==> src/common/la_disp_pkg.sv <==
// Shared types, coordinate width and overlay colours for the logic-analyzer display path
package la_disp_pkg;

	// Width of the pixel x and y coordinates
	localparam int COORD_W = 12;

	// One 24-bit colour, red in the top byte
	typedef struct packed {
		logic [7:0] r;
		logic [7:0] g;
		logic [7:0] b;
	} rgb_t;

	// One clock of video, pixel is zero outside de
	typedef struct packed {
		logic hs;
		logic vs;
		logic de;
		rgb_t pixel;
	} video_beat_t;

	// Ordinary grid lines, dark yellow
	localparam rgb_t GRID_COLOR = '{
		r: 8'd100,
		g: 8'd100,
		b: 8'd0
	};

	// Lines on the centre row, gold
	localparam rgb_t CENTER_COLOR = '{
		r: 8'd255,
		g: 8'd215,
		b: 8'd0
	};

	// Background inside the grid region
	localparam rgb_t FIELD_COLOR = '{
		r: 8'd0,
		g: 8'd0,
		b: 8'd0
	};

endpackage
==> src/verilog/la_display_top.sv <==
// Display back end top, chains timing, position tracking and grid overlay
module la_display_top #(
	parameter int H_ACTIVE = 64,
	parameter int H_FP     = 4,
	parameter int H_SYNC   = 6,
	parameter int H_BP     = 6,
	parameter int V_ACTIVE = 40,
	parameter int V_FP     = 1,
	parameter int V_SYNC   = 2,
	parameter int V_BP     = 1,
	parameter int GRID_X0  = 8,
	parameter int GRID_X1  = 55,
	parameter int GRID_Y0  = 4,
	parameter int GRID_Y1  = 35,
	parameter int CELL_W   = 8,
	parameter int CELL_H   = 8,
	parameter int CENTER_Y = 20
) (
	input  logic                     i_arst_n,
	input  logic                     pclk,
	input  la_disp_pkg::rgb_t        i_bg_color,
	output la_disp_pkg::video_beat_t o_beat
);
	import la_disp_pkg::*;

	video_beat_t        raw_beat;
	video_beat_t        pos_beat;
	logic [COORD_W-1:0] pos_x;
	logic [COORD_W-1:0] pos_y;

	la_video_timing #(
		.H_ACTIVE (H_ACTIVE),
		.H_FP     (H_FP),
		.H_SYNC   (H_SYNC),
		.H_BP     (H_BP),
		.V_ACTIVE (V_ACTIVE),
		.V_FP     (V_FP),
		.V_SYNC   (V_SYNC),
		.V_BP     (V_BP)
	) timing_i (
		.i_arst_n   (i_arst_n),
		.pclk       (pclk),
		.i_bg_color (i_bg_color),
		.o_beat     (raw_beat)
	);

	timing_gen_xy xy_i (
		.i_arst_n (i_arst_n),
		.pclk     (pclk),
		.i_beat   (raw_beat),
		.o_beat   (pos_beat),
		.o_x      (pos_x),
		.o_y      (pos_y)
	);

	la_grid_display #(
		.GRID_X0  (GRID_X0),
		.GRID_X1  (GRID_X1),
		.GRID_Y0  (GRID_Y0),
		.GRID_Y1  (GRID_Y1),
		.CELL_W   (CELL_W),
		.CELL_H   (CELL_H),
		.CENTER_Y (CENTER_Y)
	) grid_i (
		.i_arst_n (i_arst_n),
		.pclk     (pclk),
		.i_beat   (pos_beat),
		.i_x      (pos_x),
		.i_y      (pos_y),
		.o_beat   (o_beat)
	);

endmodule

==> src/grid/la_grid_display.sv <==
// Grid overlay, draws border, cell lines and a black field inside the measurement region
module la_grid_display #(
	parameter int GRID_X0  = 442,
	parameter int GRID_X1  = 1465,
	parameter int GRID_Y0  = 60,
	parameter int GRID_Y1  = 1020,
	parameter int CELL_W   = 10,
	parameter int CELL_H   = 120,
	parameter int CENTER_Y = 540
) (
	input  logic                            i_arst_n,
	input  logic                            pclk,
	input  la_disp_pkg::video_beat_t        i_beat,
	input  logic [la_disp_pkg::COORD_W-1:0] i_x,
	input  logic [la_disp_pkg::COORD_W-1:0] i_y,
	output la_disp_pkg::video_beat_t        o_beat
);
	import la_disp_pkg::*;

	localparam int CX_W = (CELL_W > 1) ? $clog2(CELL_W) : 1;
	localparam int CY_W = (CELL_H > 1) ? $clog2(CELL_H) : 1;

	localparam logic [COORD_W-1:0] X0_C  = COORD_W'(GRID_X0);
	localparam logic [COORD_W-1:0] X1_C  = COORD_W'(GRID_X1);
	localparam logic [COORD_W-1:0] Y0_C  = COORD_W'(GRID_Y0);
	localparam logic [COORD_W-1:0] Y1_C  = COORD_W'(GRID_Y1);
	localparam logic [COORD_W-1:0] CEN_C = COORD_W'(CENTER_Y);
	localparam logic [CX_W-1:0]    CX_LAST = CX_W'(CELL_W - 1);
	localparam logic [CY_W-1:0]    CY_LAST = CY_W'(CELL_H - 1);

	logic [CX_W-1:0] cx_q;
	logic [CX_W-1:0] cx_cur;
	logic [CY_W-1:0] cy_q;
	logic [CY_W-1:0] cy_cur;
	logic            in_region;
	logic            is_border;
	logic            is_line;
	rgb_t            line_color;

	assign in_region = i_beat.de && (i_x >= X0_C) && (i_x <= X1_C)
		&& (i_y >= Y0_C) && (i_y <= Y1_C);

	// Phases restart at the left and top region edges
	assign cx_cur = (i_x == X0_C) ? '0 : cx_q;
	assign cy_cur = (i_y == Y0_C) ? '0 : cy_q;

	assign is_border = (i_y == Y0_C) || (i_y == Y1_C) || (i_x == X0_C) || (i_x == X1_C);
	// Solid rows every cell, vertical lines dotted on odd rows
	assign is_line = is_border || (cy_cur == '0) || (i_y[0] && (cx_cur == '0));
	assign line_color = (i_y == CEN_C) ? CENTER_COLOR : GRID_COLOR;

	// Column phase of the next pixel in the region
	always_ff @(posedge pclk or negedge i_arst_n) begin
		if (!i_arst_n) begin
			cx_q <= '0;
		end else if (in_region) begin
			cx_q <= (cx_cur == CX_LAST) ? '0 : cx_cur + 1'b1;
		end
	end

	// Row phase steps on the last region pixel of each row
	always_ff @(posedge pclk or negedge i_arst_n) begin
		if (!i_arst_n) begin
			cy_q <= '0;
		end else if (in_region && (i_x == X1_C)) begin
			cy_q <= (cy_cur == CY_LAST) ? '0 : cy_cur + 1'b1;
		end
	end

	always_ff @(posedge pclk or negedge i_arst_n) begin
		if (!i_arst_n) begin
			o_beat <= '0;
		end else begin
			o_beat.hs <= i_beat.hs;
			o_beat.vs <= i_beat.vs;
			o_beat.de <= i_beat.de;
			if (in_region) begin
				o_beat.pixel <= is_line ? line_color : FIELD_COLOR;
			end else begin
				o_beat.pixel <= i_beat.pixel;
			end
		end
	end

endmodule

==> src/verilog/timing_gen_xy.sv <==
// Registers a video beat and tags each active pixel with its x and y position
module timing_gen_xy (
	input  logic                            i_arst_n,
	input  logic                            pclk,
	input  la_disp_pkg::video_beat_t        i_beat,
	output la_disp_pkg::video_beat_t        o_beat,
	output logic [la_disp_pkg::COORD_W-1:0] o_x,
	output logic [la_disp_pkg::COORD_W-1:0] o_y
);
	import la_disp_pkg::*;

	logic [COORD_W-1:0] x_cnt;
	logic [COORD_W-1:0] y_cnt;
	logic               de_fall;

	// o_beat.de is the previous input enable
	assign de_fall = o_beat.de && !i_beat.de;

	// Position of the next incoming active pixel
	always_ff @(posedge pclk or negedge i_arst_n) begin
		if (!i_arst_n) begin
			x_cnt <= '0;
			y_cnt <= '0;
		end else begin
			if (i_beat.de) begin
				x_cnt <= x_cnt + 1'b1;
			end else if (de_fall) begin
				x_cnt <= '0;
			end
			// vs wins, the frame restarts at row 0
			if (i_beat.vs) begin
				y_cnt <= '0;
			end else if (de_fall) begin
				y_cnt <= y_cnt + 1'b1;
			end
		end
	end

	// Coordinates only change on active pixels
	always_ff @(posedge pclk) begin
		if (i_beat.de) begin
			o_x <= x_cnt;
			o_y <= y_cnt;
		end
	end

	always_ff @(posedge pclk or negedge i_arst_n) begin
		if (!i_arst_n) begin
			o_beat <= '0;
		end else begin
			o_beat <= i_beat;
		end
	end

endmodule

==> src/verilog/la_video_timing.sv <==
// Video timing generator, drives hs, vs, de and the per-frame background colour
module la_video_timing #(
	parameter int H_ACTIVE = 1920,
	parameter int H_FP     = 88,
	parameter int H_SYNC   = 44,
	parameter int H_BP     = 148,
	parameter int V_ACTIVE = 1080,
	parameter int V_FP     = 4,
	parameter int V_SYNC   = 5,
	parameter int V_BP     = 36
) (
	input  logic                     i_arst_n,
	input  logic                     pclk,
	input  la_disp_pkg::rgb_t        i_bg_color,
	output la_disp_pkg::video_beat_t o_beat
);
	import la_disp_pkg::*;

	localparam int H_TOTAL = H_ACTIVE + H_FP + H_SYNC + H_BP;
	localparam int V_TOTAL = V_ACTIVE + V_FP + V_SYNC + V_BP;
	localparam int H_W     = $clog2(H_TOTAL);
	localparam int V_W     = $clog2(V_TOTAL);

	// Window edges in counter width
	localparam logic [H_W-1:0] H_ACT_END  = H_W'(H_ACTIVE);
	localparam logic [H_W-1:0] H_SYNC_BEG = H_W'(H_ACTIVE + H_FP);
	localparam logic [H_W-1:0] H_SYNC_END = H_W'(H_ACTIVE + H_FP + H_SYNC);
	localparam logic [H_W-1:0] H_LAST     = H_W'(H_TOTAL - 1);
	localparam logic [V_W-1:0] V_ACT_END  = V_W'(V_ACTIVE);
	localparam logic [V_W-1:0] V_SYNC_BEG = V_W'(V_ACTIVE + V_FP);
	localparam logic [V_W-1:0] V_SYNC_END = V_W'(V_ACTIVE + V_FP + V_SYNC);
	localparam logic [V_W-1:0] V_LAST     = V_W'(V_TOTAL - 1);

	logic [H_W-1:0] h_cnt;
	logic [V_W-1:0] v_cnt;
	rgb_t           bg_q;
	logic           de_now;
	logic           hs_now;
	logic           vs_now;
	logic           bg_load;

	assign de_now  = (h_cnt < H_ACT_END) && (v_cnt < V_ACT_END);
	assign hs_now  = (h_cnt >= H_SYNC_BEG) && (h_cnt < H_SYNC_END);
	assign vs_now  = (v_cnt >= V_SYNC_BEG) && (v_cnt < V_SYNC_END);
	// First clock of the vertical sync
	assign bg_load = (v_cnt == V_SYNC_BEG) && (h_cnt == '0);

	// Out of reset the scan sits at the start of the vertical front porch
	always_ff @(posedge pclk or negedge i_arst_n) begin
		if (!i_arst_n) begin
			h_cnt <= '0;
			v_cnt <= V_ACT_END;
		end else if (h_cnt == H_LAST) begin
			h_cnt <= '0;
			v_cnt <= (v_cnt == V_LAST) ? '0 : v_cnt + 1'b1;
		end else begin
			h_cnt <= h_cnt + 1'b1;
		end
	end

	// Colour held for the whole following frame
	always_ff @(posedge pclk or negedge i_arst_n) begin
		if (!i_arst_n) begin
			bg_q <= '0;
		end else if (bg_load) begin
			bg_q <= i_bg_color;
		end
	end

	always_ff @(posedge pclk or negedge i_arst_n) begin
		if (!i_arst_n) begin
			o_beat <= '0;
		end else begin
			o_beat.hs    <= hs_now;
			o_beat.vs    <= vs_now;
			o_beat.de    <= de_now;
			o_beat.pixel <= de_now ? bg_q : '0;
		end
	end

endmodule

==> config.mk <==
export PLATFORM = sky130hd
export DESIGN_NAME = la_display_top
export DESIGN_NICKNAME = d
export VERILOG_FILES = /design/src/common/la_disp_pkg.sv /design/src/verilog/la_display_top.sv /design/src/grid/la_grid_display.sv /design/src/verilog/timing_gen_xy.sv /design/src/verilog/la_video_timing.sv
export SDC_FILE = /design/constraint.sdc
export NUM_CORES = 1
export LEC_CHECK = 0
export BUFFER_PORTS_ARGS = -buffer_cell sky130_fd_sc_hd__buf_2
export CORE_MARGIN = 2
export CORE_UTILIZATION = 59
export DETAILED_ROUTE_END_ITERATION = 7
export PLACE_DENSITY = 0.87
export SLEW_MARGIN = 20
export SYNTH_ARGS = -nofsm -noshare
export SYNTH_HDL_FRONTEND = slang
export SYNTH_SLANG_ARGS = --single-unit
export TNS_END_PERCENT = 10
==> constraint.sdc <==
create_clock -name pclk -period 2.76 [get_ports pclk]
set_input_delay 0.276 -clock pclk [delete_from_list [all_inputs] [get_ports pclk]]
set_output_delay 0.276 -clock pclk [all_outputs]
set_load 0.05 [all_outputs]
; ---- Word level (Yosys, flattened, before mapping)
; Cells that the tools add are included.
[word_totals]
out_inout_bits = 27
word_cells = 91
regBits = 172
input_bits = 26
[classes]
reduce_logical = 22
eq_ne = 10
mux = 14
order_cmp = 10
add_sub_neg = 6
[ops]
columns = op, n
row1 = 24-bit 2-to-1 mux, 4
row2 = 12-bit 2-to-1 mux, 4
row3 = 12-bit by 1-bit adder with 12-bit output (second input constant), 2
row4 = 12-bit by 6-bit equality test with 1-bit output (second input constant), 2
row5 = 12-bit by 6-bit <= comparator with 1-bit output (second input constant), 2
row6 = 7-bit < comparator (second input constant), 2
row7 = 12-bit by 3-bit equality test with 1-bit output (second input constant), 1
row8 = 12-bit by 4-bit equality test with 1-bit output (second input constant), 1
row9 = 12-bit by 5-bit equality test with 1-bit output (second input constant), 1
row10 = 6-bit equality test (second input constant), 2
row11 = 12-bit by 3-bit greater-or-equal comparator with 1-bit output (second input constant), 1
row12 = 12-bit by 4-bit greater-or-equal comparator with 1-bit output (second input constant), 1
row13 = 6-bit < comparator (second input constant), 2
row14 = 3-bit 2-to-1 mux, 4
row15 = 1-bit logical AND, 11
row16 = 7-bit by 1-bit adder with 7-bit output (second input constant), 1
row17 = 7-bit equality test (second input constant), 1
row18 = 7-bit greater-or-equal comparator (second input constant), 1
row19 = 7-bit zero test, 1
row20 = 7-bit 2-to-1 mux, 1
row21 = 3-bit by 1-bit adder with 3-bit output (second input constant), 2
row22 = 6-bit by 1-bit adder with 6-bit output (second input constant), 1
row23 = 3-bit equality test (second input constant), 2
row24 = 6-bit greater-or-equal comparator (second input constant), 1
row25 = other kinds (5), 11

; ---- Depth between registers and ports, before layout
[logic_depth]
depth_word = 8
depth_mapped = 10
depth_no_buf = 10

; ---- By module
; From an unflattened synthesis, not the netlist that was laid out.
[hier_totals]
cells_unflattened = 475
area_unflattened_um2 = 6628.9
[by_module_without_submodules]
columns = mod, cells_each, area_each_um2, instances
row1 = timing_gen_xy, 173, 2617.5, 1
row2 = la_video_timing, 182, 2539.9, 1
row3 = la_grid_display, 120, 1471.4, 1

; ---- Worst setup path before layout
; Ideal clock, no wire load.
[synth_path]
path_type = register to register
from = reg xy_i.o_y[6] (netlist name)
to = reg, netlist name grid_i.o_beat[12]
setup_slack_ps = 439
path_stages_with_launch = 11
t_arrival_ps = 2256
synth_period_minus_slack_ps = 2321
t_required_ps = 2695
path_buffers = 0
cell_sequence = edfxtp_1 > or4_4 > nor4_4 > nand2b_2 > nand2_1 > ha_1 > inv_1 > o21ai_0 > a21oi_1 > a21oi_2 > a21o_1
[synth_via]
elab_chain_len = 8
elab_cells_between_ends = 17
classes_between = order compare: 2 / eq/ne: 3 / mux: 4 / reduce/logical: 8
[synth_rtl]
columns = item, line
row1 = "start, declared", timing_gen_xy.sv:8  ; output logic [la_disp_pkg::COORD_W-1:0] o_y
row2 = "start signal, assigned", timing_gen_xy.sv:43  ; o_y <= y_cnt;
row3 = "parallel branches: the longest is 7 deep, another holds 12-bit by 3-bit greater-or-equal comparator with 1-bit output", --
row4 = 24-bit 2-to-1 mux *, la_grid_display.sv:77  ; if (in_region) begin
; Mark *: on every way between the ends.
; A chain may end at the register's enable or synchronous reset.

; ---- Worst setup path in the final report
[layout_path]
from = reg xy_i.o_y[0] (netlist name)
to = reg, netlist name grid_i.o_beat[16]
[layout_via]
elab_chain_len = 8
elab_cells_between_ends = 18
classes_between = order compare: 2 / eq/ne: 3 / mux: 4 / reduce/logical: 9
[layout_rtl]
columns = item, line
row1 = "parallel branches: the longest is 7 deep, another holds 12-bit by 3-bit greater-or-equal comparator with 1-bit output", --
row2 = 24-bit 2-to-1 mux *, la_grid_display.sv:77
; Marked as above.

==> results.tsv <==
metric	value	unit
hpwl	7460	µm
leakage	3.53	nW
topRoutingLayerUsed	met4	
die_height	108	µm
critPathMaxStageDelay	0.60	ns
rr_worst_depth	10	
ys.warnings.count	0	
syn_area	6410	µm²
yosys.area_share.simple	14.6	%
synth-xor-area-share	1.91	%
initial_core_util	59.7	%
critical_path.max_fanout	4	
rows	38	
htree_levels	4	
tightestPinTransition	1.05	ns
whs	0.291	ns
wl	12500	µm
rrSetupSlack	0.09	ns
synth_edf_count	24	
core_area	10700	µm²
clkSlewWorstSetupHoldPaths	0.06	ns
cp-start-kind	flop	
cts.sink_count	172	
status	finished, final reports clean	
final-hold-violation-count	0	
synth-main-ff-cell	dfrtp_1	
synth_compound_area_share	4.86	%
fin_util	71.7	%
ios	53	
ys_seq_area_share	69.0	%
cts_tree	done	
p_per_area	663	nW/µm²
setup_viol	0	
synth_seq_cells	172	
antenna_left	0	
grt_pass1_vias	4055	
synth-adder-area-share	2.15	%
clock.fmax	0.375	GHz
crit_start	xy_i.o_y[0]$_DFFE_PP_	
hold_path_class	in2async	
antenna_found_initial	0	
drt_iter0_drc	325	
route.met3.wl	653	µm
power.total	0.00511	W
rr_startpoint	xy_i.o_y[0]$_DFFE_PP_	
met1_length	5000	µm
cts_root_buffer	clkbuf_8	
met2_length	6490	µm
synth_cells	460	
ys_types	48	
grt-ovfl-total	0	
relSlewSlack	28.9	%
die_area	11700	µm²
maxCapViolCount	0	
cts_made_buffers	17	
syn_area_per_cell	13.9	µm²
insertion_delay	0.54	ns
reg2reg_to	grid_i.o_beat[16]$_DFF_PN0_	
grt_pass1_wl	20000	µm
fin_crit	2.67	ns
first_pass_iters	5	
ir_drop	0.523	mV
numPortBuffers	52	
routabilityCongestion	0.874	
vias	3961	
cp.required	3.23	ns
syn_to_final_growth	20.1	%
clk_path_buf_depth	2	
synthArstFlopShare	86.0	%
worstPathArrival	3.14	ns
fin_skew	0.00851	ns
synth.area.mux_share	6.09	%
grt_usage	23.2	%
synth_nets	497	
drive_above_1_share	23.5	%
critPathSlowestCell	or4b_4	
synth_top_family_by_area	simple AND/OR/NAND/NOR gates	
cp-endpoint	grid_i.o_beat[16]$_DFF_PN0_	
final_nets	590	
grt_start_max_net_pins	66	
drt-wirelength-per-cell	17.7	µm
drc	0	
period_share	96.6	%
critical_path_class	reg2reg	
crit_chain	or4b_4 > nor4_4 > nand2b_2 > nand2_1 > ha_1 > inv_1 > o21ai_0 > a21oi_1 > a21oi_2 > a21o_1	
cp-end-kind	flop	
die_x	108	µm
diodes	0	
drv_slew	0	
vias_per_cell	5.61	
critical path: cells and delay by family, from the launching register on:
family                     cells  cell delay (ns)
buffers and inverters          1             0.04
AOI/OAI and AO/OA              4             0.75
DFF                            1             0.44
adders and majority gates      1             0.18
and+or+nand+nor                4             1.18
layout by cell type (no fill, tap or decap), types with 16 or more instances in the layout:
master,instances
dlygate4sd3_1,25
nor2_1,19
and2_1,33
buf_2,51
mux2_2,28
nand2_1,29
edfxtp_1,24
clkbuf_16,16
dfrtp_1,146
nand3_1,18
synth_stat cells (9+ instances only):
library cell	number	area [µm²]
dfrtp_1	146	3650
edfxtp_1	24	721
nand2_1	29	109
nand4_1	10	62.6
inv_1	9	33.8
nand3_1	18	90.1
a21o_1	11	82.6
mux2_2	28	315
and2_1	33	206
ha_1	11	138
o21ai_0	15	75.1
nor2_1	19	71.3
area by class of cell:
cell class / count / area, µm²
clock buffers: 22 / 463
clock inverters: 10 / 91.3
fillers: 707 / 3050
inverters: 9 / 33.8
multi-input cells: 268 / 1920
flip-flops and latches: 172 / 4430
well taps: 140 / 175
repair buffers: 85 / 589
state kept, by name, summed over array words and instances, names as in the netlist, 6 cells and up:
signal	count
grid_i.o_beat	27
timing_i.o_beat	27
xy_i.o_beat	27
timing_i.bg_q	24
xy_i.o_x	12
xy_i.o_y	12
xy_i.x_cnt	12
xy_i.y_cnt	12
timing_i.h_cnt	7
timing_i.v_cnt	6
metrics by stage:
| stage | cell area (µm²) | setup WS (ns) | TNS, ns | std cells |
|---|---|---|---|---|
| 4_1_cts | 7670 | 0.0870 | 0 | 704 |
| 3_3_place_gp | 6870 | 0.292 | 0 | 647 |
| 3_5_place_dp | 6870 | 0.169 | 0 | 647 |
| 2_1_floorplan | 6410 | 0.439 | 0 | 460 |
| 6_report | 7700 | 0.0942 | 0 | 706 |
| 5_1_grt | 7700 | -0.0304 | -0.114 | 706 |
power breakdown:
| part | switching [W] | total, W | internal, W |
|---|---|---|---|
| sequential | 0.0000281 | 0.00266 | 0.00264 |
| combinational | 0.000141 | 0.000225 | 0.0000835 |
| clock | 0.000947 | 0.00222 | 0.00127 |
| total | 0.00112 | 0.00511 | 0.00399 |
how the worst min path moves through the flow:
stage / start / endpoint
final: i_arst_n / timing_i.h_cnt[2]$_DFF_PN0_
after global routing: i_arst_n / grid_i.o_beat[26]$_DFF_PN0_
after CTS: i_arst_n / timing_i.h_cnt[2]$_DFF_PN0_
after detailed placement: i_arst_n / timing_i.h_cnt[2]$_DFF_PN0_
after global placement: i_arst_n / timing_i.h_cnt[2]$_DFF_PN0_
after floorplan: i_arst_n / grid_i.cx_q[0]$_DFFE_PN0P_
cells by family after synthesis:
logic type | after synthesis
AOI/OAI and AO/OA | 48
xor gates and xnor gates | 14
adders and majority gates | 11
buffers and inverters | 21
DFF | 172
muxes | 35
and+or+nand+nor | 159
layer usage:
layer | vias to the layer above | GRT usage, %
met4 | 0 | 10.6
met1 | 1994 | 28.9
met2 | 139 | 37.8
met3 | 29 | 6.75
met5 | - | 0
li1 | 1799 | -
repair_timing:
item | in CTS | in global routing
buffers inserted | 0 | 1
hold endpoints to repair | 85 | 0
hold buffers | 25 | 0
gates resized for setup | 0 | 2
endpoints found under the setup margin | 0 | 9
Power figures use the tool's default switching activity.
